## src/include/acc_cpu_config.svh

```systemverilog
`ifndef ACC_CPU_CONFIG_SVH
`define ACC_CPU_CONFIG_SVH

// machine word, both data and instruction
`define WORD_W 16

// word address into main memory
`define ADDR_W 12

// number of words, one full address space
`define MEM_DEPTH 4096

// output channel credits available after reset
// consumer may hold at most this many beats unacknowledged
`define OUT_CREDITS 4

`endif

```

## src/design/acc_cpu_pkg.sv

```systemverilog
`include "acc_cpu_config.svh"

package acc_cpu_pkg;

    // top nibble of every instruction
    // codes not listed here execute as no-op
    typedef enum logic [3:0] {
        OP_NOP   = 4'h0,
        OP_LOAD  = 4'h1,
        OP_STORE = 4'h2,
        OP_ALUI  = 4'h3,
        OP_JUMP  = 4'h4,
        OP_JZ    = 4'h5,
        OP_OUT   = 4'h6,
        OP_HALT  = 4'hf
    } opcode_e;

    // alu function select, same order as the original alu block
    typedef enum logic [3:0] {
        ALU_ADD  = 4'h0,
        ALU_SUB  = 4'h1,
        ALU_MUL  = 4'h2,
        ALU_DIV  = 4'h3,
        ALU_SHL  = 4'h4,
        ALU_SHR  = 4'h5,
        ALU_ROL  = 4'h6,
        ALU_ROR  = 4'h7,
        ALU_AND  = 4'h8,
        ALU_OR   = 4'h9,
        ALU_XOR  = 4'ha,
        ALU_NOR  = 4'hb,
        ALU_NAND = 4'hc,
        ALU_XNOR = 4'hd,
        ALU_GT   = 4'he,
        ALU_EQ   = 4'hf
    } alu_func_e;

    // one instruction word, two decodes
    // memory form for load/store/jumps, alu form for alui
    typedef union packed {
        struct packed {
            opcode_e            opcode;
            logic [`ADDR_W-1:0] addr;
        } mem;
        struct packed {
            opcode_e    opcode;
            alu_func_e  func;
            logic [7:0] imm;
        } alu;
    } instr_u;

endpackage

```

## src/design/alu.sv

```systemverilog
`timescale 1ns/1ps
`include "acc_cpu_config.svh"

module alu (
    input  acc_cpu_pkg::alu_func_e func,
    input  logic [`WORD_W-1:0]     a,
    input  logic [`WORD_W-1:0]     b,
    output logic [`WORD_W-1:0]     result
);
    import acc_cpu_pkg::*;

    // full product, only the low word is kept
    logic [2*`WORD_W-1:0] product;

    assign product = a * b;

    always_comb begin
        case (func)
            ALU_ADD:  result = a + b;
            ALU_SUB:  result = a - b;
            ALU_MUL:  result = product[`WORD_W-1:0];
            // divide by zero gives all ones
            ALU_DIV:  result = (b == '0) ? '1 : a / b;
            // shifts and rotates use a only, by one bit
            ALU_SHL:  result = {a[`WORD_W-2:0], 1'b0};
            ALU_SHR:  result = {1'b0, a[`WORD_W-1:1]};
            ALU_ROL:  result = {a[`WORD_W-2:0], a[`WORD_W-1]};
            ALU_ROR:  result = {a[0], a[`WORD_W-1:1]};
            ALU_AND:  result = a & b;
            ALU_OR:   result = a | b;
            ALU_XOR:  result = a ^ b;
            ALU_NOR:  result = ~(a | b);
            ALU_NAND: result = ~(a & b);
            ALU_XNOR: result = ~(a ^ b);
            // compares return 1 or 0, unsigned
            ALU_GT:   result = {{(`WORD_W-1){1'b0}}, (a > b)};
            ALU_EQ:   result = {{(`WORD_W-1){1'b0}}, (a == b)};
            // unknown select, e.g. before first ir load
            default:  result = '0;
        endcase
    end

endmodule

```

## src/design/datapath.sv

```systemverilog
`timescale 1ns/1ps
`include "acc_cpu_config.svh"

module datapath (
    input  logic                 clk,
    input  logic                 rst_n,
    input  logic                 mar_from_pc,
    input  logic                 mar_from_ir,
    input  logic                 mbr_load,
    input  logic                 ir_load,
    input  logic                 acc_from_mbr,
    input  logic                 acc_from_alu,
    input  logic [`ADDR_W-1:0]   pc,
    input  logic [`WORD_W-1:0]   mem_rdata,
    output logic [`ADDR_W-1:0]   mem_addr,
    output logic [`WORD_W-1:0]   mem_wdata,
    output acc_cpu_pkg::opcode_e opcode,
    output logic [`ADDR_W-1:0]   jump_target,
    output logic                 acc_zero,
    output logic [`WORD_W-1:0]   acc
);
    import acc_cpu_pkg::*;

    logic [`ADDR_W-1:0] mar;
    logic [`WORD_W-1:0] mbr;
    instr_u             ir;
    logic [`WORD_W-1:0] alu_b;
    logic [`WORD_W-1:0] alu_result;

    // mar and mbr are plain payload
    always_ff @(posedge clk) begin
        if (mar_from_pc) begin
            mar <= pc;
        end else if (mar_from_ir) begin
            mar <= ir.mem.addr;
        end
        if (mbr_load) begin
            mbr <= mem_rdata;
        end
    end

    // ir resets to a no-op, acc to zero
    always_ff @(posedge clk) begin
        if (!rst_n) begin
            ir  <= '0;
            acc <= '0;
        end else begin
            if (ir_load) begin
                ir <= mem_rdata;
            end
            if (acc_from_mbr) begin
                acc <= mbr;
            end else if (acc_from_alu) begin
                acc <= alu_result;
            end
        end
    end

    // operand address goes straight out while mar loads from ir
    // lets load/store reach memory in the same cycle
    assign mem_addr    = mar_from_ir ? ir.mem.addr : mar;
    assign mem_wdata   = acc;

    // memory view of the ir
    assign opcode      = ir.mem.opcode;
    assign jump_target = ir.mem.addr;
    assign acc_zero    = (acc == '0);

    // alu view of the ir, immediate zero extended
    assign alu_b = `WORD_W'(ir.alu.imm);

    alu u_alu (
        .func   (ir.alu.func),
        .a      (acc),
        .b      (alu_b),
        .result (alu_result)
    );

    // one acc source per cycle
    a_acc_one_src: assert property (
        @(posedge clk) disable iff (!rst_n) !(acc_from_mbr && acc_from_alu)
    ) else $error("datapath: accumulator loaded from mbr and alu together");

endmodule

```

## config.mk

```make
export PLATFORM = sky130hd
export DESIGN_NAME = datapath
export DESIGN_NICKNAME = d
export VERILOG_FILES = /design/src/design/acc_cpu_pkg.sv /design/src/design/alu.sv /design/src/design/datapath.sv
export VERILOG_INCLUDE_DIRS = /design/src /design/src/include
export SDC_FILE = /design/constraint.sdc
export NUM_CORES = 1
export LEC_CHECK = 0
export ABC_CLOCK_PERIOD_IN_PS = 84400
export BUFFER_PORTS_ARGS = -buffer_cell sky130_fd_sc_hd__buf_2
export CORE_MARGIN = 1.5
export CORE_UTILIZATION = 38
export DETAILED_ROUTE_END_ITERATION = 10
export PLACE_DENSITY = 0.62
export SYNTH_ARGS = -nofsm -noshare
export SYNTH_HDL_FRONTEND = slang
export SYNTH_HIERARCHICAL = 1
export SYNTH_SLANG_ARGS = --single-unit
```

## constraint.sdc

```tcl
create_clock -name clk -period 84.4 [get_ports clk]
set_input_delay 4.22 -clock clk [delete_from_list [all_inputs] [get_ports clk]]
set_output_delay 4.22 -clock clk [all_outputs]
set_load 0.005 [all_outputs]
```

### After elaboration in Yosys (flattened, before gate mapping)

Index checks and enable logic that the tools add are counted.

* register bits after elaboration: 60
* bits of input ports: 36

* $add $sub $neg: 2
* multiply operators: 1
* divide/modulo/power cells: 1
* $lt $le $gt $ge: 1
* equal/unequal tests: 16
* mux-type cells: 6
* bitwise logic cells: 6
* reduce and logical (&&, ||, !) cells: 4

Operator list (count)
* case mux 16 bit (16 select lines): 1
* two-way mux 16 bit: 3
* inverter 16 bit: 3
* == test 4 bit (second input constant): 8
* zero test 16 bit: 2
* two-way mux 12 bit: 2
* adder 16 x 8 -> 16 bit: 1
* AND 16 x 8 -> 16 bit: 1
* divider 16 x 8 -> 16 bit: 1
* == test 16 x 8 -> 1 bit: 1
* == test 4 x 3 -> 1 bit (second input constant): 4
* > comparator 16 x 8 -> 1 bit: 1
* multiplier 16 x 8 -> 16 bit: 1
* bitwise OR 16 x 8 -> 16 bit: 1
* subtractor 16 x 8 -> 16 bit: 1
* XOR 16 x 8 -> 16 bit: 1
* == test 4 x 2 -> 1 bit (second input constant): 2
* == test 4 x 1 -> 1 bit (second input constant): 1
* zero test 4 bit: 1
* nonzero test 2 bit: 1

### Longest topological paths before layout

* depth after elaboration: 5
* mapped depth: 132

### Cells and area by module

The synthesis kept the hierarchy.

Modules (own cells, without submodules)
* alu: times used 1, cells an instance 1994, area each 14159.8 um^2, seq. area each 0.0 um^2
* datapath: times used 1, cells an instance 198, area each 2651.3 um^2, seq. area each 1361.3 um^2

### Least setup slack after synthesis

OpenSTA, ideal clock, no wires.

* kind: flip-flop to flip-flop
* start point: register ir[0] in the netlist's numbering
* end point: register acc[0]
* library setup time: 116 ps
* arrival time: 26325 ps
* data required time: 84284 ps
* setup slack: 57959 ps
* cell stages (with the launch flop): 124
* path buffers: 11
* cell sequence: dfxtp_1 -> clkbuf_1 -> clkinv_1 -> ha_1 -> nand2_1 -> o21ai_0 -> a21boi_0 -> ha_1 -> o21a_1 -> o21a_1 -> nor4b_1 -> a21oi_1 -> inv_1 -> ha_1 -> nor2_1 -> a211oi_1 -> mux2_2 -> o21ai_0 -> (+88 left out) -> a211oi_1 -> o21bai_1 -> a21oi_2 -> buf_2 -> nand2_1 -> o21ai_0 -> ha_1 -> a21boi_0 -> o21a_1 -> o21a_1 -> o21a_1 -> o21ai_0 -> a21oi_1 -> a2111oi_0 -> or3_1 -> a31oi_1 -> mux2_2 -> o211a_1

* cells in the longest elaborated chain, start to end: 5
* elaborated cells between the ends (all ways): 17
* classes of those cells: add/sub: 2; mul: 1; div: 1; order compare: 1; eq/ne: 1; mux: 4; bitwise: 6; reduce/logical: 1

Ends and longest elaborated chain
* start, declared: line datapath.sv:26 `instr_u ir;`
* start signal, assigned: line datapath.sv:49 `ir <= mem_rdata;`
* divider 16 x 8 -> 16 bit (tied with other cells): line alu.sv:23 `ALU_DIV: result = (b == '0) ? '1 : a / b;`
* two-way mux 16 bit (tied with other cells): line alu.sv:23
* case mux 16 bit (16 select lines) (*): line alu.sv:18 `case (func)`
* named net alu_result[0]: line datapath.sv:28 `` logic [`WORD_W-1:0] alu_result; ``
* two-way mux 16 bit (*): line datapath.sv:53 `end else if (acc_from_alu) begin`
* two-way mux 16 bit (*): line datapath.sv:51 `if (acc_from_mbr) begin`
* end signal, assigned: line datapath.sv:52 `acc <= mbr;`
* end signal, assigned: line datapath.sv:54 `acc <= alu_result;`
* end, declared: line datapath.sv:20 `` output logic [`WORD_W-1:0] acc ``

Mark *: on every way through the listed nets, which the timed path passes. The rest lies on a longest branch. The select of a mux whose other input is x is not followed.
A chain may end at the register's enable or synchronous reset.

### Final worst setup path

* start point: register ir[6] in the netlist's numbering
* end point: register acc[0]

* cells in the longest elaborated chain, start to end: 5
* elaborated cells between the ends (all ways): 8
* classes of those cells: div: 1; order compare: 1; eq/ne: 1; mux: 4; reduce/logical: 1

Ends and longest elaborated chain (line)
* divider 16 x 8 -> 16 bit or zero test 16 bit (tied branches): alu.sv:23
* two-way mux 16 bit: alu.sv:23
* case mux 16 bit (16 select lines) (*): alu.sv:18
* named net alu_result[0]: datapath.sv:28
* two-way mux 16 bit (*): datapath.sv:53
* two-way mux 16 bit (*): datapath.sv:51

Marks and branches as above.

==> impl_results.md <==
- Status: complete, no violations
- Antenna cells: 0
- DRC violations left: 0
- Skew-Pair Late Insertion Delay: 330 ps
- Asr flop ratio synth: 0
- Critical path's top delay family: compound AO/OA/AOI/OAI gates
- Final slew viol count: 0
- Die height: 213 µm
- Row Count: 76
- Worst setup path endpoint: acc[0]$_SDFFE_PN0P_
- Average footprint of a synthesized cell: 7.67 µm²
- Final #Nets: 2606
- Startpoint types: flip-flop
- Post-route cell area: 18100 µm²
- Max Buffers Root-to-Sink: 2
- Num CTS Buffers: 9
- Number of iterations in the first detailed-routing pass: 6
- Largest net degree at the start of global routing: 54
- Ys flop type: dfxtp_1
- Yosys reg bits: 60
- Max Freq: 0.0322 GHz
- Commonest cells in the synthesized netlist: ha_1 (236), nand2_1 (210), nor2_1 (180), inv_1 (177), a21oi_1 (139)
- Hold WC Path Type: flip-flop to flip-flop
- CP peak stage delay: 860 ps
- Max_cap viols: 0
- Initial Util: 0.388
- Hold Vio Cnt, Final: 0
- HPWL after detailed placement: 47900 µm
- Pwr Total: 266 µW
- CP Class: flip-flop to flip-flop
- Vias per cell: 5.95
- Cts hold-fix bufs: 0
- Global-route wire length before repair: 95000 µm
- Mapped cell area: 16800 µm²
- Post-Synthesis Cells: 2192
- Worst Setup SP: ir[6]$_SDFFE_PN0P_
- Slew headroom: 0.349
- Io pins: 97
- Worst r2r path cells: 113
- Layout area overhead: 7.95%
- IR drop worst, VDD: 15.0 µV
- DRT antenna net count: 0
- H-tree depth: 3
- Cell Area, Placed: 17900 µm²
- Worst R2R Setup Slack: 53330 ps
- RR Endpoint: acc[0]$_SDFFE_PN0P_
- WHS: 528 ps
- GP Congestion: 1.04
- Die Footprint: 45500 µm²
- Non-Filler Instances: 2842
- Drt initial violations: 1513
- Pre-CTS setup slack: 54020 ps
- Final min period: 31070 ps
- Placed Cells: 2826
- All-Layer GR Usage: 0.273
- Least-Margin Pin Slew: 977 ps
- Root Buffer: clkbuf_16
- Share of cells above drive strength 1: 0.113
- Leak: 8.38 nW
- Critical Path RT: 84620 ps
- Vias: 16900
- Crit-path most repeated cell: ha_1
- YS warnings: 6
- RR Startpoint: ir[6]$_SDFFE_PN0P_
- CTS tree: done
- Post-layout util: 0.419
- Power Density: 14.7 nW/µm²
- Clk slew on worst S/H paths: 50 ps
- Yosys cell types: 97
- RSZ-0062 raised after global routing: false
- Sequential fraction of the synthesis area: 0.0810
- Total grt overflow: 0
- Clock Skew: 7.32 ps
- Initial antenna violation count: 0
- Fin Setup TNS: 0 ps
- Footprint of the multi-input gates: 14300 µm²
- Chip Width: 213 µm
- Critical Path End Type: flip-flop
- Vias in the first global route: 16300
- Post_cts resized: 0
- Buffers on Ports: 96
- Post-CTS Repair Setup Buffers: 0
- Most numerous cell in the Yosys netlist: ha_1
- CTS sink cnt: 60
- Slowest-stage cell, CP: nor4_1
- Core box area: 43400 µm²
- Routed WL: 62600 µm
- Register area: 1360 µm²
- Buf/Inv on CP: 3
- Crit path depth: 113
- Yosys top cell area share: 0.176
- Number of synthesized flops with an enable pin: 16
- Final setup violation count: 0
- Final period utilization: 0.368
- Top cells by area, synth: ha_1 (18%), fa_1 (9.8%), dfxtp_1 (5.2%)
- Routed length per placed instance: 22.0 µm
- Crit path arrival time: 31280 ps
- Layout fillers: 4462
- Crit Path Max Fanout: 18
- Yosys top cell by area: ha_1
- Final worst slack: 53330 ps
[per-layer routing]
metal  GRT usage  part of all wire  vias up
met3      0.0441             0.087      150
met4       0.136             0.053        0
met2       0.438              0.44      844
met1       0.355              0.42     8030
li1            -                 -     7888
met5           0                 0        -
[cell usage in the layout, fill, tap and decap left out, types with 12 or more instances in the layout]
cell and count:
xor2_1 36, mux2i_1 42, conb_1 41, o211ai_1 28, nand3_1 41, and3_1 12
a21o_1 46, o21a_1 39, a21oi_1 139, nor2_1 180, nor2b_1 35, buf_4 38
fa_1 82, nor3_1 71, nand2b_1 28, a31oi_1 30, o22ai_1 18, inv_1 177
xnor2_1 83, nand2_1 210, o21bai_1 13, o211a_1 21, mux2_4 21, a211oi_1 29
edfxtp_1 16, or3_1 20, nor4_1 19, dfxtp_1 42, buf_2 96, o21ai_0 107
or2_2 14, ha_1 236, mux2_2 41, a21boi_0 13
[flip-flops by register name, summed over array words and instances (netlist names)]
signal,count
mbr,16
ir,16
acc,16
mar,12
[how the worst min path moves through the flow]
stage	startpoint	end	slack, ps	depth (start not counted)
floorplan	ir[12]$_SDFFE_PN0P_	ir[12]$_SDFFE_PN0P_	510	2
global placement	ir[15]$_SDFFE_PN0P_	ir[15]$_SDFFE_PN0P_	500	2
detailed placement	ir[15]$_SDFFE_PN0P_	ir[15]$_SDFFE_PN0P_	510	2
CTS	ir[15]$_SDFFE_PN0P_	ir[15]$_SDFFE_PN0P_	530	2
global route	ir[12]$_SDFFE_PN0P_	ir[12]$_SDFFE_PN0P_	540	2
finish	ir[14]$_SDFFE_PN0P_	ir[14]$_SDFFE_PN0P_	530	2
[final cells by class]
class,instances,share of cell area
flip-flops and latches,60,0.0752
clock inverters,1,0.000276
clock buffers,15,0.0159
inverters,184,0.0381
repair buffers,134,0.0422
multi-input cells,1863,0.788
well taps,585,0.0403
[report_power, final]
group	internal (mW)	total (mW)	switching (mW)
Combinational	0.0786	0.197	0.118
Sequential	0.0322	0.0347	0.00257
Clock	0.0230	0.0347	0.0118
[logic make-up after synthesis]
| family | count (synthesis) | share of synthesized area |
|---|---|---|
| other | 1 | 0.000223 |
| XOR/XNOR | 119 | 0.0620 |
| adder cells (fa/ha/maj) | 318 | 0.273 |
| AND/OR/NAND/NOR | 678 | 0.189 |
| buffers and inverters | 309 | 0.0776 |
| AO/OA/AOI/OAI | 603 | 0.245 |
| flip-flops | 60 | 0.0810 |
| multiplexers | 104 | 0.0712 |
[worst min-delay path: stages (launching register included)]
cell and delay (ps):
dfxtp_1 330, mux2i_1 70, nor2b_1 90
No activity file was read; power rests on OpenSTA's default activity.
