### src/include/acc_cpu_config.svh
`ifndef ACC_CPU_CONFIG_SVH
`define ACC_CPU_CONFIG_SVH

// machine word, both data and instruction
`define WORD_W 16

// word address into main memory
`define ADDR_W 12

// number of words, one full address space
`define MEM_DEPTH 4096

// output channel credits available after reset
// consumer may hold at most this many beats unacknowledged
`define OUT_CREDITS 4

`endif

### src/design/program_counter.sv
`timescale 1ns/1ps
`include "acc_cpu_config.svh"

module program_counter (
    input  logic               clk,
    input  logic               rst_n,
    input  logic               inc,
    input  logic               jump,
    input  logic               clear,
    input  logic [`ADDR_W-1:0] target,
    output logic [`ADDR_W-1:0] pc
);

    // clear beats jump beats increment
    always_ff @(posedge clk) begin
        if (!rst_n) begin
            pc <= '0;
        end else if (clear) begin
            pc <= '0;
        end else if (jump) begin
            pc <= target;
        end else if (inc) begin
            // wrap at the top of memory
            pc <= (pc == `ADDR_W'(`MEM_DEPTH - 1)) ? '0 : pc + 1'b1;
        end
    end

    // sequencer raises these in different states
    // two at once means the fsm decode is broken
    a_one_ctrl: assert property (
        @(posedge clk) disable iff (!rst_n) $onehot0({inc, jump, clear})
    ) else $error("program_counter: more than one control active");

endmodule

### config.mk
export PLATFORM = sky130hd
export DESIGN_NAME = program_counter
export DESIGN_NICKNAME = d
export VERILOG_FILES = /design/src/design/program_counter.sv
export VERILOG_INCLUDE_DIRS = /design/src /design/src/include
export SDC_FILE = /design/constraint.sdc
export NUM_CORES = 1
export LEC_CHECK = 0
export ABC_AREA = 1
export BUFFER_PORTS_ARGS = -buffer_cell sky130_fd_sc_hd__buf_2
export CORE_MARGIN = 3
export CORE_UTILIZATION = 48
export DETAILED_ROUTE_END_ITERATION = 6
export GPL_ROUTABILITY_DRIVEN = 0
export MAX_ROUTING_LAYER = met4
export PLACE_DENSITY = 0.82
export SYNTH_ARGS = -nofsm -noshare
export SYNTH_HDL_FRONTEND = slang
export SYNTH_SLANG_ARGS = --single-unit
### constraint.sdc
create_clock -name clk -period 1.5 [get_ports clk]
set_clock_uncertainty 0.1 [all_clocks]
set_input_delay 0.15 -clock clk [delete_from_list [all_inputs] [get_ports clk]]
set_output_delay 0.15 -clock clk [all_outputs]
set_load 0.02 [all_outputs]
# Word-level counts from Yosys, hierarchy flattened
# Cells that the tools add are included.
# classes
add_sub_neg,1
mul,0
div_mod_pow,0
n_lt_le_gt_ge,0
n_eq_ne,1
n_shift,0
muxes,3
n_bitwise,1
reduce_logical,2
# op_table
cell,n
12-bit two-way mux,3
"12-bit by 1-bit adder with 12-bit output, second input constant",1
"12-bit equality test, second input constant",1
2-bit nonzero test,1
2-bit OR reduction,1
1-bit inverter,1
# totals
register_bits,12
latchBits,0
mem_bits_rw,0
mem_bits_ro,0
in_bits,17
out_inout_bits,12
mem_count,0

# Longest topological paths before layout
# Gate-level depths: netlist of the first run.
# logic_depth
ltp_word,4
ltp_mapped,8

# Least setup slack after synthesis of the first run
# No wires, ideal clock.
# synth_path
path_type,reg-to-reg
from,register pc[1]
to,register pc[10]
setup_time_ns,0.132
arrival_ns,1.259
slack_ns,0.009
stages_incl_launch_ff,9
path_buffers,0
synth_period_minus_slack_ns,1.491
cell_sequence,dfxtp_1 > ha_1 > nand2_1 > nor2_1 > nand3_2 > nand2_1 > inv_2 > nand2_1 > a21oi_1
# synth_between
elab_chain_len,4
elab_cells_between_ends,5
# synth_lines
element,line,rtl
from (decl),program_counter.sv:11,output logic [`ADDR_W-1:0] pc
from (signal assigned),program_counter.sv:21,pc <= target;
from (signal assigned),program_counter.sv:24,pc <= (pc == `ADDR_W'(`MEM_DEPTH - 1)) ? '0 : pc + 1'b1;
12-bit by 1-bit adder with 12-bit output or 12-bit equality test (tied branches),program_counter.sv:24,
12-bit two-way mux (*),program_counter.sv:24,
12-bit two-way mux (*),program_counter.sv:22,end else if (inc) begin
12-bit two-way mux (*),program_counter.sv:20,end else if (jump) begin
# Mark *: on every way between the ends. The rest lies on a longest branch, timed or not. The select of a mux whose other input is x is not followed.
# A chain may end at the register's enable or synchronous reset.

# Worst setup path in the final report of the first run
# layout_path
from,register pc[0]
to,register pc[11]
# Same word-level chain as after synthesis.

==> metrics.md, run 1 <==
| Metric | Value |
|---|---|
| Synth area leaders | `dfxtp_1, nand2_1, nor2_1` |
| # setup viols final | `0` |
| Starting Density | `52.3%` |
| Max reg flops | `12` |
| Post-Syn Nets | `145` |
| Deepest clock path buffer count | `2` |
| Die Wd | `47.2 um` |
| Hold buffers post-CTS | `0` |
| Global route overflow | `0` |
| Status | `finished clean` |
| Critical path arrival | `1400 ps` |
| Number of register bits inferred by synthesis | `12` |
| Final Hold Fails | `0` |
| Post-synth top area cell | `dfxtp_1` |
| N_diodes | `0` |
| Num rows | `14` |
| Sink Count | `12` |
| Vias per cell | `5.42` |
| Final WL | `2160 um` |
| Post-CTS Setup Bufs | `0` |
| Biggest register | `pc` |
| Reg clk slew, reported paths | `70 ps` |
| Worst Setup End Kind | `flip-flop` |
| Post-CTS sizing | `0` |
| Vias in the first global route | `831` |
| F_max | `0.736 GHz` |
| Sequential area share after synthesis | `29.4%` |
| Adder-Cell Fraction of Synth Area | `1.53%` |
| Number of DRC markers in iteration 0 | `34` |
| Slew Viols, Final | `0` |
| XOR/XNOR Fraction of Synth Area | `1.07%` |
| Crit-path leading delay family | `simple AND/OR/NAND/NOR gates` |
| Syn avg cell area | `6.42 um^2` |
| Flop pwr share | `51.8%` |
| Clk pwr share | `29.7%` |
| Worst slew margin | `71.7%` |
| Non-filler cells, final | `176` |
| Routed wire per std cell | `12.3 um` |
| Fin area | `1040 um^2` |
| Initial antenna violation count | `0` |
| RSZ-0062 raised after global routing | `false` |
| Final Cycle Share | `90.6%` |
| Via count | `954` |
| CP Cell Sequence | `ha_4 > nand2_2 > nor2_2 > nand3_2 > nand2_2 > inv_2 > nand2_1 > a21oi_1` |
| Slowest stage delay, CP | `380 ps` |
| Sw Share | `28.4%` |
| Largest regs | `pc x12` |
| Area after DPL | `1000 um^2` |
| Power Density | `635 nW/um^2` |
| Path type of the worst setup path | `reg2reg` |
| CP startpoint kind | `flip-flop` |
| Mux contribution to synthesized area | `0%` |
| Input/output buffers | `28` |
| Pint | `0.000475 W` |
| Max Cap Violations | `0` |
| Layout area overhead | `28.1%` |
| Comb pwr share | `18.5%` |
| Detailed placement HPWL | `1650 um` |
| Most used cell, CP | `nand2_2` |
| P_leak | `0.519 nW` |
| Remaining antenna violation count | `0` |
| Global-route total usage across every layer | `22.6%` |
| Cell variety after synth | `23` |
| # DRC | `0` |
| Layout cells sized above 1 | `31.3%` |
| I/O pin count | `29` |
| Critical-path top delay cell | `dfxtp_2` |
| Num CTS Buffers | `3` |
| Cell area after synthesis | `816 um^2` |
| Die Span Y | `47.2 um` |
| Worst IR drop on VDD | `500 uV` |
| Final total power | `0.000664 W` |
| Sw Pwr | `0.000188 W` |
| Warnings, synthesis | `0` |
| TNS Setup | `0 ps` |
| Synth Area in Compound Gates | `18.6%` |
| DIE AREA | `2230 um^2` |
| Reg2reg setup slack | `140 ps` |
| # H-tree levels | `1` |
| Crit Path Max Fanout | `5` |
| Global-route wire length before repair | `3480 um` |
| Largest net degree at the start of global routing | `13` |
| Final net count | `180` |
| CTS Root Cell | `clkbuf_4` |
| CP Buf/Inv Count | `1` |
| Post-layout min period | `1360 ps` |
| Clock Latency Late Sink | `270 ps` |
| Cells after Synth | `127` |
| TritonCTS clock tree | `yes` |
| Combinational family with the most area after synthesis | `simple AND/OR/NAND/NOR gates` |
| Simple-Gate Fraction of Synth Area | `40.3%` |
| Worst endpoint required time | `1550 ps` |
| Drt pass-1 iters | `4` |
| Fill cells | `138` |
| Core Area | `1560 um^2` |
| Worst-Margin Slew | `423 ps` |
| Hold Crit Class | `in2reg` |
| Post-synth top area share | `29.4%` |
| Placed insts | `173` |
-- cell usage in the layout (no fill, tap or decap), drive strengths merged --
master / synthesis / final
buf: 2 / 33
xor2: 1 / 1
o21ai: 2 / 2
clkbuf: 1 / 3
nand2: 36 / 36
a21oi: 9 / 9
nand3b: 1 / 1
nand4: 1 / 1
nor2: 19 / 19
nand3: 13 / 13
inv: 16 / 16
ha: 1 / 1
a31oi: 2 / 2
dfxtp: 12 / 12
a22oi: 8 / 8
o21bai: 2 / 2
o2111ai: 1 / 1
-- power by group through the flow --
| stage | combinational (W) | sequential [W] | clock [W] |
|---|---|---|---|
| 2_1_floorplan | 0.0000548 | 0.000362 | 0 |
| 3_3_place_gp | 0.000118 | 0.000348 | 0 |
| 3_5_place_dp | 0.000121 | 0.000349 | 0 |
| 4_1_cts | 0.000121 | 0.000342 | 0.000201 |
| 5_1_grt | 0.000137 | 0.000346 | 0.000213 |
| 6_report | 0.000123 | 0.000344 | 0.000197 |
-- worst min-delay path, cell delays in order --
cell and delay [ps]:
buf_2 90, nand2_1 50, a31oi_1 70
-- cell families (layout without fill, tap and decap cells) --
kind of cell             after synthesis  after routing
adder cells (fa/ha/maj)                1              1
XOR/XNOR                               1              1
buffers and inverters                 19             52
flip-flops                            12             12
AND/OR/NAND/NOR                       70             70
AO/OA/AOI/OAI                         24             24
-- stage by stage --
step	worst slack [ps]	utilization (%)	hold slack, ps
2_1_floorplan	8.72	-	213
6_report	141	67.0	46.9
4_1_cts	4.96	65.6	46.4
5_1_grt	28.8	67.0	69.0
3_3_place_gp	105	64.1	328
3_5_place_dp	29.0	64.1	334
-- final timing paths --
path | to | from | cells after the start
setup reg to reg | pc[11]$_SDFFE_PP0P_ | pc[0]$_SDFFE_PP0P_ | 8
hold / removal | pc[6]$_SDFFE_PP0P_ | target[6] | 3
hold reg to reg | pc[6]$_SDFFE_PP0P_ | pc[6]$_SDFFE_PP0P_ | 2
setup / recovery | pc[11]$_SDFFE_PP0P_ | pc[0]$_SDFFE_PP0P_ | 8
-- cells in the mapped netlist --
cell type	count
a21oi_1	9
a22oi_1	8
a31oi_1	2
buf_2	2
clkbuf_1	1
dfxtp_1	12
ha_1	1
inv_1	14
inv_2	2
nand2_1	34
nand2_2	1
nand2_4	1
nand3_1	11
nand3_2	2
nand3b_1	1
nand4_1	1
nor2_1	17
nor2_4	1
nor2_8	1
o2111ai_1	1
o21ai_0	2
o21bai_1	2
xor2_1	1
-- cell type report --
class / instances / area, um^2 / area share (%)
Tap cell: 16 / 20.0 / 1.92
Multi-Input combinational cell: 96 / 522 / 49.9
Clock buffer: 3 / 22.5 / 2.16
Sequential cell: 12 / 243 / 23.2
Inverter: 16 / 60.1 / 5.75
Timing Repair Buffer: 33 / 178 / 17.0
-- layer usage --
layer | share of wire [%] | routed length (um) | vias to the layer above | global-route usage (%)
met1 | 43 | 937 | 418 | 25.6
met5 | 0 | 0 | - | -
met2 | 49 | 1060 | 45 | 38.8
met4 | 1.6 | 34 | 0 | 8.84
li1 | - | - | 486 | -
met3 | 5.8 | 125 | 5 | 3.83
Power figures use the tool's default switching activity.
==> run 2, diff against run 1 <==
--- a/config.mk
+++ b/config.mk
@@ -9,11 +9,11 @@
 export ABC_AREA = 1
 export BUFFER_PORTS_ARGS = -buffer_cell sky130_fd_sc_hd__buf_2
 export CORE_MARGIN = 3
-export CORE_UTILIZATION = 48
+export CORE_UTILIZATION = 51
 export DETAILED_ROUTE_END_ITERATION = 6
 export GPL_ROUTABILITY_DRIVEN = 0
 export MAX_ROUTING_LAYER = met4
-export PLACE_DENSITY = 0.82
+export PLACE_DENSITY = 0.87
 export SYNTH_ARGS = -nofsm -noshare
 export SYNTH_HDL_FRONTEND = slang
 export SYNTH_SLANG_ARGS = --single-unit
==> constraint.sdc (replaced) <==
create_clock -name clk -period 1.6 [get_ports clk]
set_clock_uncertainty 0.1 [all_clocks]
set_input_delay 0.16 -clock clk [delete_from_list [all_inputs] [get_ports clk]]
set_output_delay 0.16 -clock clk [all_outputs]
set_load 0.02 [all_outputs]
==> run 2 against run 1 <==
Against the previous run:
- fmax down 8.7%
- cell count down 1.7%
- cell area down 3.2%
- sequential power down 6.4%
==> metrics.md, run 2 (synthesis results as in run 1) <==
| Metric | Value |
|---|---|
| Status | `finished clean` |
| Starting Density | `58.3%` |
| Post-CTS Setup Bufs | `0` |
| Setup WS pre-CTS | `97.0 ps` |
| TNS Setup | `0 ps` |
| Number of DRC markers in iteration 0 | `32` |
| Sw Share | `28.4%` |
| Critical-path top delay cell | `dfxtp_2` |
| Detailed placement HPWL | `1680 um` |
| Critical path arrival | `1530 ps` |
| Crit Path Max Fanout | `5` |
| Sink Count | `12` |
| # H-tree levels | `1` |
| Die Span Y | `46.0 um` |
| Remaining antenna violation count | `0` |
| Final net count | `178` |
| Most common cell after layout, fill and taps aside | `nand2_1` |
| Final Cycle Share | `93.0%` |
| Flop pwr share | `52.1%` |
| Most used cell, CP | `nand2_1` |
| Worst endpoint required time | `1640 ps` |
| Via count | `953` |
| Global route overflow | `0` |
| Clk pwr share | `29.9%` |
| Max Cap Violations | `0` |
| Path type of the worst setup path | `reg2reg` |
| Comb pwr share | `18.0%` |
| Vias in the first global route | `851` |
| Reg2reg setup slack | `110 ps` |
| CP startpoint kind | `flip-flop` |
| Post-layout min period | `1490 ps` |
| N_diodes | `0` |
| Largest regs | `pc x12` |
| Commonest cells after routing, fill and taps aside | `nand2_1, buf_2, nor2_1` |
| Slowest stage delay, CP | `360 ps` |
| Hold buffers post-CTS | `0` |
| RSZ-0062 raised after global routing | `false` |
| Num rows | `13` |
| Biggest register | `pc` |
| Max reg flops | `12` |
| I/O pin count | `29` |
| Vias per cell | `5.51` |
| Routed wire per std cell | `12.9 um` |
| Sw Pwr | `0.000176 W` |
| Deepest clock path buffer count | `2` |
| Hold Path Sink | `pc[2]$_SDFFE_PP0P_` |
| Die Wd | `46.0 um` |
| Worst Setup End Kind | `flip-flop` |
| Worst slew margin | `71.5%` |
| TritonCTS clock tree | `yes` |
| Global-route wire length before repair | `3420 um` |
| Input/output buffers | `28` |
| CP Cell Sequence | `ha_2 > nand2_1 > nor2_1 > nand3_2 > nand2_1 > inv_2 > nand2_1 > a21oi_1` |
| Global-route total usage across every layer | `22.7%` |
| Hold Crit Depth | `3` |
| Pint | `0.000442 W` |
| CP startpoint | `pc[1]$_SDFFE_PP0P_` |
| Largest net degree at the start of global routing | `16` |
| Hold_sp | `target[2]` |
| R2r startpoint | `pc[1]$_SDFFE_PP0P_` |
| Layout area overhead | `23.9%` |
| Fill cells | `121` |
| Hold Crit Class | `in2reg` |
| Worst R2R End | `pc[3]$_SDFFE_PP0P_` |
| Slew Viols, Final | `0` |
| Final Hold Fails | `0` |
| CTS Root Cell | `clkbuf_4` |
| Final WL | `2230 um` |
| Layout cells sized above 1 | `28.5%` |
| R2r worst-path depth | `8` |
| Final WS setup | `112 ps` |
| # DRC | `0` |
| Post-CTS sizing | `0` |
| Reg clk slew, reported paths | `70 ps` |
| Initial antenna violation count | `0` |
| Core Area | `1400 um^2` |
| Drt pass-1 iters | `4` |
| Worst IR drop on VDD | `533 uV` |
| # setup viols final | `0` |
| Power Density | `611 nW/um^2` |
| Clock Latency Late Sink | `270 ps` |
| Worst-Margin Slew | `426 ps` |
| Num CTS Buffers | `3` |
| P_leak | `0.507 nW` |
| DIE AREA | `2120 um^2` |
| F_max | `0.672 GHz` |
run 2: power groups by stage:
| stage | Sequential (W) | Clock (W) | Combinational, W |
|---|---|---|---|
| floorplan | 0.000340 | 0 | 0.0000513 |
| global placement | 0.000327 | 0 | 0.000107 |
| detailed placement | 0.000328 | 0 | 0.000110 |
| CTS | 0.000321 | 0.000191 | 0.000110 |
| global route | 0.000323 | 0.000200 | 0.000121 |
| finish | 0.000322 | 0.000185 | 0.000111 |
run 2: worst max path at each step:
| stage | end |
|---|---|
| finish | pc[3]$_SDFFE_PP0P_ |
| global route | pc[10]$_SDFFE_PP0P_ |
| CTS | pc[3]$_SDFFE_PP0P_ |
| detailed placement | pc[3]$_SDFFE_PP0P_ |
| global placement | pc[11]$_SDFFE_PP0P_ |
| floorplan | pc[10]$_SDFFE_PP0P_ |
run 2: per-layer routing:
metal	up-vias	global-route usage, %	part of all wire, %
met1	418	26.7	41
met5	-	-	0
met2	48	37.6	50
li1	481	-	-
met3	6	2.77	7.7
met4	0	10.8	1.4
run 2: layout make-up:
type | instances | area, um^2 | area share (%)
Tap cell | 15 | 18.8 | 1.86
Clock buffer | 3 | 22.5 | 2.23
Timing Repair Buffer | 31 | 163 | 16.1
Sequential cell | 12 | 243 | 24.0
Multi-Input combinational cell | 96 | 504 | 49.9
Inverter | 16 | 60.1 | 5.94
run 2: critical path, delay by kind of cell (launching register included):
kind | cells | cell delay [ps]
adders and majority gates | 1 | 200
DFF | 1 | 360
and+or+nand+nor | 5 | 560
buffers and inverters | 1 | 70
AOI/OAI and AO/OA | 1 | 70
run 2: stage by stage:
stage          std cells  cell area (um^2)  utilization (%)  power, W  hold WS, ps
2_1_floorplan        127               816                -  0.000391          223
3_3_place_gp         170               983             70.3  0.000433          337
4_1_cts              173              1010             71.9  0.000622         56.9
6_report             173              1010             72.3  0.000617         58.8
3_5_place_dp         170               983             70.3  0.000437          346
5_1_grt              173              1010             72.3  0.000644         79.1
==> run 3, diff against run 2 <==
--- a/config.mk
+++ b/config.mk
@@ -6,7 +6,6 @@
 export SDC_FILE = /design/constraint.sdc
 export NUM_CORES = 1
 export LEC_CHECK = 0
-export ABC_AREA = 1
 export BUFFER_PORTS_ARGS = -buffer_cell sky130_fd_sc_hd__buf_2
 export CORE_MARGIN = 3
 export CORE_UTILIZATION = 51
==> run 3 against run 2 <==
Against the previous run:
- sequential cell count unchanged
- global-route usage decreased by 1.6 points
- non-clock buffer count increased by 4
- setup slack got worse by 43 ps
- highest routed layer unchanged
- area after synthesis decreased by 4.3%
- critical path type unchanged
- critical endpoint is now pc[2]$_SDFFE_PP0P_
- hold slack got worse by 36 ps
- first-iteration DRC count decreased by 41%
- power increased by 11%
- wire length decreased by 16%
==> metrics.md, run 3 <==
| Metric | Value |
|---|---|
| Most common cell after layout, fill and taps aside | `buf_2` |
| Biggest register | `pc` |
| Cell variety after synth | `32` |
| Detailed placement HPWL | `1470 um` |
| CP Cell Sequence | `and4_2 > a41oi_4 > a221oi_2 > nor2_1` |
| Number of DRC markers in iteration 0 | `19` |
| Input/output buffers | `28` |
| Critical path arrival | `1590 ps` |
| Final total power | `0.000685 W` |
| I/O pin count | `29` |
| Core Area | `1370 um^2` |
| Post-Syn Nets | `107` |
| Hold Worst Slack | `22.8 ps` |
| Path type of the worst setup path | `reg2reg` |
| Clock Latency Late Sink | `270 ps` |
| RSZ-0062 raised after global routing | `false` |
| Num CTS Buffers | `3` |
| Crit-path leading delay family | `compound AO/OA/AOI/OAI gates` |
| Die Wd | `45.1 um` |
| List of most frequent post-synthesis cells | `dfxtp_1, a21oi_1, nor3b_1, xnor2_1` |
| P_leak | `0.439 nW` |
| Final net count | `143` |
| Worst IR drop on VDD | `498 uV` |
| Worst Setup End Kind | `flip-flop` |
| TritonCTS clock tree | `yes` |
| Most used flip-flop cell after synthesis | `dfxtp_1` |
| Remaining antenna violation count | `0` |
| Worst slew margin | `73.1%` |
| Drt pass-1 iters | `4` |
| Synth area leaders | `dfxtp_1, nor3b_1, xnor2_1` |
| Sequential area share after synthesis | `30.8%` |
| Vias per cell | `5.72` |
| CP Buf/Inv Count | `0` |
| Largest net degree at the start of global routing | `23` |
| Cell area after synthesis | `781 um^2` |
| Largest regs | `pc x12` |
| Placed insts | `135` |
| Max Cap Violations | `0` |
| Final WL | `1870 um` |
| Sink Count | `12` |
| Status | `finished clean` |
| Hold Crit Class | `in2reg` |
| DIE AREA | `2040 um^2` |
| # H-tree levels | `1` |
| Max reg flops | `12` |
| Crit Path Max Fanout | `7` |
| Num rows | `13` |
| Number of register bits inferred by synthesis | `12` |
| Synth async-reset ratio | `0%` |
| N_diodes | `0` |
| Final Cycle Share | `95.7%` |
| Die Span Y | `45.1 um` |
| Commonest cells after routing, fill and taps aside | `buf_2, dfxtp_1, a21oi_1` |
| Routed wire per std cell | `13.4 um` |
| Top-count cell post-synth | `dfxtp_1` |
| Non-filler cells, final | `139` |
| Area after DPL | `977 um^2` |
| Fin area | `1010 um^2` |
| Post-synth top area share | `30.8%` |
| # DRC | `0` |
| Deepest clock path buffer count | `2` |
| Starting Density | `57.1%` |
| Layout cells sized above 1 | `38.7%` |
| Via count | `795` |
| Vias in the first global route | `737` |
| Post-CTS Setup Bufs | `0` |
| Slowest stage delay, CP | `450 ps` |
| Layout area overhead | `29.8%` |
| Global-route total usage across every layer | `21.1%` |
| Cells after Synth | `89` |
| Critical-path top delay cell | `dfxtp_1` |
| # setup viols final | `0` |
| F_max | `0.653 GHz` |
| Syn avg cell area | `8.77 um^2` |
| Post-layout min period | `1530 ps` |
| Final Hold Fails | `0` |
| EDFF count, synth | `0` |
| Slew Viols, Final | `0` |
| Global route overflow | `0` |
| CP startpoint kind | `flip-flop` |
| CTS Root Cell | `clkbuf_4` |
| TNS Setup | `0 ps` |
| Power Density | `676 nW/um^2` |
| Worst endpoint required time | `1650 ps` |
| Global-route wire length before repair | `3060 um` |
| Warnings, synthesis | `0` |
| Post-synth top area cell | `dfxtp_1` |
| Initial antenna violation count | `0` |
| Reg clk slew, reported paths | `80 ps` |
| Worst-Margin Slew | `403 ps` |
run 3: cell types whose count changed in the layout (fill, tap and decap cells not counted), sizes merged, moves of 3 or more:
cell / delta
nand2b: +4
xnor2: +6
nor3b: +7
inv: -14
buf: +4
nand2: -31
a22oi: -7
nor3: +3
a221oi: +3
nor2: -14
o21a: +3
nand3: -10
nand4: +3
run 3: cell type report:
class                           count  area [um^2]
Multi-Input combinational cell     71          517
Fill cell                         112          353
Sequential cell                    12          241
Timing Repair Buffer               35          193
Clock buffer                        4         36.3
Tap cell                           15         18.8
Inverter                            2         7.51
run 3: final timing paths:
kind                 startpoint                  to  slack [ps]  depth (start not counted)
min reg2reg  pc[0]$_SDFFE_PP0P_  pc[0]$_SDFFE_PP0P_         480                          2
min                   target[4]  pc[4]$_SDFFE_PP0P_          20                          3
max reg2reg  pc[5]$_SDFFE_PP0P_  pc[2]$_SDFFE_PP0P_          70                          4
max          pc[5]$_SDFFE_PP0P_  pc[2]$_SDFFE_PP0P_          70                          4
run 3: worst min-delay path, stage by stage:
cell     delay, ps
buf_2           80
mux2i_1         50
nor2_1          70
run 3: what timing repair did:
item                                    in CTS  in global routing
hold buffers                                 0                  0
endpoints found under the setup margin       0                  2
resized for setup                            0                  2
run 3: kinds of logic after synthesis:
family                     count (synthesis)  share of synthesized area (%)
AOI/OAI and AO/OA                         23                           24.5
adders and majority gates                  1                           1.60
DFF                                       12                           30.8
xor gates and xnor gates                   8                           8.97
and+or+nand+nor                           38                           29.8
buffers and inverters                      6                           3.04
muxes                                      1                           1.28
run 3: where the power goes:
part	internal (W)	leakage, nW	total [W]	switching, W
logic	0.0000567	0.320	0.000122	0.0000657
clock network	0.000138	0.0210	0.000239	0.000101
registers	0.000310	0.0984	0.000324	0.0000141
total	0.000505	0.439	0.000685	0.000180
run 3: metal layers:
metal / global-route usage [%] / share of wire (%) / vias up
met3: 4.38 / 6.9 / 4
met1: 24.8 / 42 / 367
li1: - / - / 401
met4: 7.02 / 0.54 / 0
met5: - / 0 / -
met2: 35.3 / 50 / 23
run 3: stage by stage:
stage / utilization, % / worst slack (ps)
after detailed placement: 71.5 / 81.0
after global routing: 74.2 / 8.22
after floorplan: - / 2.78
after global placement: 71.5 / 102
final: 74.2 / 68.4
after CTS: 74.2 / 55.8
